$ cat config.mk
export PLATFORM = sky130hd
export DESIGN_NAME = boot_memory
export DESIGN_NICKNAME = d
export VERILOG_FILES = /design/src/rtl/video_mem_pkg.sv /design/src/rtl/boot_memory.sv
export SDC_FILE = /design/constraint.sdc
export NUM_CORES = 2
export LEC_CHECK = 0
export ABC_AREA = 0
export ABC_CLOCK_PERIOD_IN_PS = 2800
export BUFFER_PORTS_ARGS = -buffer_cell sky130_fd_sc_hd__buf_2
export CAP_MARGIN = 25
export CORE_ASPECT_RATIO = 1.2
export CORE_UTILIZATION = 50
export CTS_CLUSTER_SIZE = 10
export DETAILED_ROUTE_END_ITERATION = 8
export PLACE_DENSITY = 0.65
export SLEW_MARGIN = 20
export SYNTH_ARGS = -nofsm -noshare
export SYNTH_HDL_FRONTEND = slang
export SYNTH_SLANG_ARGS = --single-unit
$ cat constraint.sdc
create_clock -name CLK -period 2.8 [get_ports CLK]
set_input_delay 0.28 -clock CLK [delete_from_list [all_inputs] [get_ports CLK]]
set_output_delay 0.28 -clock CLK [all_outputs]
set_load 0.1 [all_outputs]
$ cat src/rtl/video_mem_pkg.sv
//******************************
// video memory package
// address split, requester order and the
// two-way word address decode
//******************************

package video_mem_pkg;

	localparam int ADDR_BITS      = 16;                     // requester word address
	localparam int DATA_BITS      = 16;                     // word width
	localparam int BYTE_BITS      = 8;
	localparam int MASK_BITS      = DATA_BITS / BYTE_BITS;  // one bit per byte lane
	localparam int NUM_BANKS      = 4;
	localparam int BANK_SEL_BITS  = $clog2(NUM_BANKS);     // top bits pick the bank
	localparam int BANK_ADDR_BITS = ADDR_BITS - BANK_SEL_BITS;  // 16K words per bank

	localparam int BOOT_ADDR_BITS = 8;                      // boot RAM is one page
	localparam int PAGE_BITS      = ADDR_BITS - BOOT_ADDR_BITS;
	localparam logic [PAGE_BITS-1:0] BOOT_PAGE = 8'h00;     // cpu page overlaid by boot RAM

	// requester index, also priority order (0 wins)
	localparam int NUM_REQ      = 6;
	localparam int REQ_IDX_BITS = $clog2(NUM_REQ);
	localparam int REQ_SPRITE   = 0;
	localparam int REQ_BG0      = 1;
	localparam int REQ_BG1      = 2;
	localparam int REQ_OV       = 3;
	localparam int REQ_FL       = 4;
	localparam int REQ_CPU      = 5;

	// one word address seen as bank/index or as page/offset
	typedef union packed {
		struct packed {
			logic [BANK_SEL_BITS-1:0]  sel;     // bank number
			logic [BANK_ADDR_BITS-1:0] index;   // word inside the bank
		} bank_v;
		struct packed {
			logic [PAGE_BITS-1:0]      page;    // 256-word page
			logic [BOOT_ADDR_BITS-1:0] offset;  // word inside the page
		} boot_v;
	} mem_addr_u;

endpackage

$ cat src/rtl/boot_memory.sv
//******************************
// boot memory
// 256 x 16 RAM overlaying cpu page 0x00
//******************************

`timescale 1ns/1ps

module boot_memory (
	input  logic                                   CLK,
	input  logic [video_mem_pkg::BOOT_ADDR_BITS-1:0] addr,
	input  logic [video_mem_pkg::DATA_BITS-1:0]      din,
	input  logic [video_mem_pkg::MASK_BITS-1:0]      mask,
	input  logic                                   wr,
	output logic [video_mem_pkg::DATA_BITS-1:0]      dout
);

	import video_mem_pkg::*;

	localparam int DEPTH = 1 << BOOT_ADDR_BITS;

	logic [DATA_BITS-1:0] mem [DEPTH];

	initial
	begin
		for (int i = 0; i < DEPTH; i++)
		begin
			mem[i] = '0;  // zero at power up
		end
	end

	always_ff @(posedge CLK)
	begin
		for (int j = 0; j < MASK_BITS; j++)
		begin
			if (wr && mask[j])
			begin
				mem[addr][j*BYTE_BITS +: BYTE_BITS] <= din[j*BYTE_BITS +: BYTE_BITS];
			end
		end
		dout <= mem[addr];  // read old word
	end

endmodule

==> results.md <==
* Post-Route WL at roughly 400000 um
* Adder-cell share of the synthesized area at 0%
* Clock Skews at between 80 and 90 ps
* Status: finished clean
* Initial antenna violation count at 20
* RSZ-0062 raised after global routing: false
* Mux share of post-synthesis cell area at 14.72%
* Worst setup SP type: flip-flop
* CTS tree: built
* Primary FF master, synth: edfxtp_1
* Post-synthesis async set-or-reset flop share at 0%
* CP cell instances: mux4_2, a22oi_1, buf_4, a21oi_1, o41ai_1, nand4_1
* Kind of critical path: reg2reg
* Vias in the first global route at 81140
* Clk_lat worst skew at 960 ps
* Yosys Warn Count at 0
* Layout Nets at 8330
* Core box area at 311100 um2
* CP required at 3550 ps
* Worst Slack Setup Final at 103.8 ps
* H-tree lvl count at 5
* Synth Cell Area at 156700 um2
* Via count at 78540
* CP peak stage delay at 990 ps
* Gpl congestion at 0.8627
* Net count after synthesis at approximately 7000
* Setup violations, final at 0
* I/O pin cnt at 44
* Layout cell share with drive strength beyond 1 at between 30% and 40%
* Post-Syn Instances at a little over 7000
* Clock-pin slew on the worst setup and hold paths at 60 ps
* First-pass GRT wire length at 576200 um
* Distinct cells, synth at 21
* Via/cell ratio at 6.282
* ANT nets after route at 0
* # DRC at 0
* Tmin final at around 2700 ps
* CTS root buffer: clkbuf_16
* Leak at 58.44 nW
* Pin count of the biggest net entering global routing at around 100
* Total gr overflow at 0
* CTS max path bufs at 4
* 1st-iter DRT viols at roughly 9500
* Final worst-path cycle share at 96.29%
* Non-filler cells, final at 12500
* Bufs and invs on worst path at 1
* Post-Place Setup Slack at -751.7 ps
* Die area at about 320000 um2
* Port bufs at 43
* Max FO, Critical Path at 1
* Final hold vios at 0
* FF+latch count, synth at 4112
* Max Fclk at 0.3709 GHz
* Cell Pwr Density at 686.6 nW/um2
* Compound-gate portion of the synthesized area at 3.676%
* Slew margin rel. at approximately a quarter
* Main combinational cell family by area after synthesis: multiplexers
* Min-delay worst type: in2reg
* Placed inst area at around 170000 um2
* Die height at between 600 and 700 um
* Per-cell routed wire length at 31.85 um
* Setup crit end kind: flip-flop
* Number of synthesized flops with an enable pin at 4096
* Die W at 513.0 um
* Pre-antenna DRT Iters at 6
* Placed Instances at 11900
* Worst slew pin tran at 1094 ps
* VDD IR max at 0.5477 mV
* Rows at 224
* Clk sink count at 4112
* Area delta synth->final at 17.34%
* Post-Synth Simple-Gate Area at between 1.5 and 2%
* TritonCTS Buffers at about 460
* Design area at 183900 um2
* Final Max Tran Viols at 0
* Top delay family on crit path: compound AO/OA/AOI/OAI gates
* Mean Syn Cell Area at between 20 and 25 um2
* CP Data Arrival Time at 3450 ps
* Dpl hpwl at 248600 um
* Post-CTS Setup Bufs at 0
* Initial Util at 50.37%
* Sequential element share of the synthesized area at about four fifths
* Slowest CP cell: o41ai_1
* GRT Resource Usage Total at 25.30%
* XOR/XNOR share of the synthesized area at 0%
* Max_cap viols at 0
-- synthesized netlist by cell type, types with 25 or more instances --
cell type  count  area [um2]
clkbuf_1     271        1017
buf_2         61       305.3
edfxtp_1    4096      123000
buf_1         64       240.2
nand2_1       25       93.84
a21oi_1      256        1281
buf_4         32       240.2
buf_6         28       315.3
nor2_1       516        1937
mux4_2      1024       23060
o41ai_1       54       473.0
nand3_1       32       160.2
a22oi_1      512        3844
-- cell families after synthesis --
group | Yosys count
flops | 4112
simple gates | 612
buf+inv | 456
compound gates | 832
mux | 1024
-- per-layer routing --
layer	part of all wire, %	wire, um	track usage, %
met5	0.0058	23	0
met2	51	201900	42.54
met3	7.7	30520	3.849
met4	4.2	16530	9.548
met1	37	149200	33.51
-- report_power, final --
group          internal (mW)  switching, mW
clock network           29.4           22.2
logic                   2.49           4.15
registers               67.8          0.158
total                   99.7           26.5
-- flip-flops by register name, summed over array words and instances, names as in the netlist --
name  flops
mem    4096
dout     16
-- cells in the final DEF (no fill, tap or decap), types with 24 or more instances in the layout --
master	synthesis	final
edfxtp_1	4096	4096
buf_4	32	1041
mux4_2	1024	1024
nor2_1	516	513
a22oi_1	512	512
clkbuf_16	0	463
a21oi_1	256	256
buf_12	0	164
clkbuf_1	271	90
o41ai_1	54	45
buf_2	61	26
nand4_1	24	24
-- worst register-to-register path: stages (launching register included) --
cell and delay, ps:
edfxtp_1 360, mux4_2 520, a22oi_1 220, buf_4 160, a21oi_1 80, o41ai_1 990
nand4_1 170
-- layout make-up --
type / instances / area (um2)
diodes: 13 / 32.53
clock buffers: 553 / 11920
clock inverters: 24 / 334.1
fillers: 21770 / 127200
multi-input cells: 2468 / 31520
flip-flops and latches: 4112 / 123300
well taps: 4068 / 5090
repair buffers: 1264 / 11640
-- path summary, 6_finish.rpt --
check                                   from       end  slack (ps)  cells past startpoint
worst max-delay path            mem[235][13]  dout[13]         100                      6
worst min-delay path                 addr[7]  dout[12]          90                      5
worst max register to register  mem[235][13]  dout[13]         100                      6
worst min register to register   mem[214][2]   dout[2]         950                      5
-- through the flow --
stage	setup TNS (ps)	total power [mW]	utilization, %	hold WS (ps)
floorplan	0	72.33	-	378.9
global placement	-8193	75.75	55.08	741.9
detailed placement	-6306	75.87	55.09	759.0
CTS	0	127.0	59.09	25.00
global route	0	129.4	59.09	65.91
finish	0	126.2	59.10	93.45
-- what timing repair did --
item | 4_1_cts | 5_1_grt
cloned | 0 | 0
gates resized for setup | 1 | 1
hold buffers | 16 | 0
endpoints found under the hold margin | 1164 | 0
endpoints found under the setup margin | 1 | 1
pin swaps | 0 | 0
(Power assumes the default switching activity.)
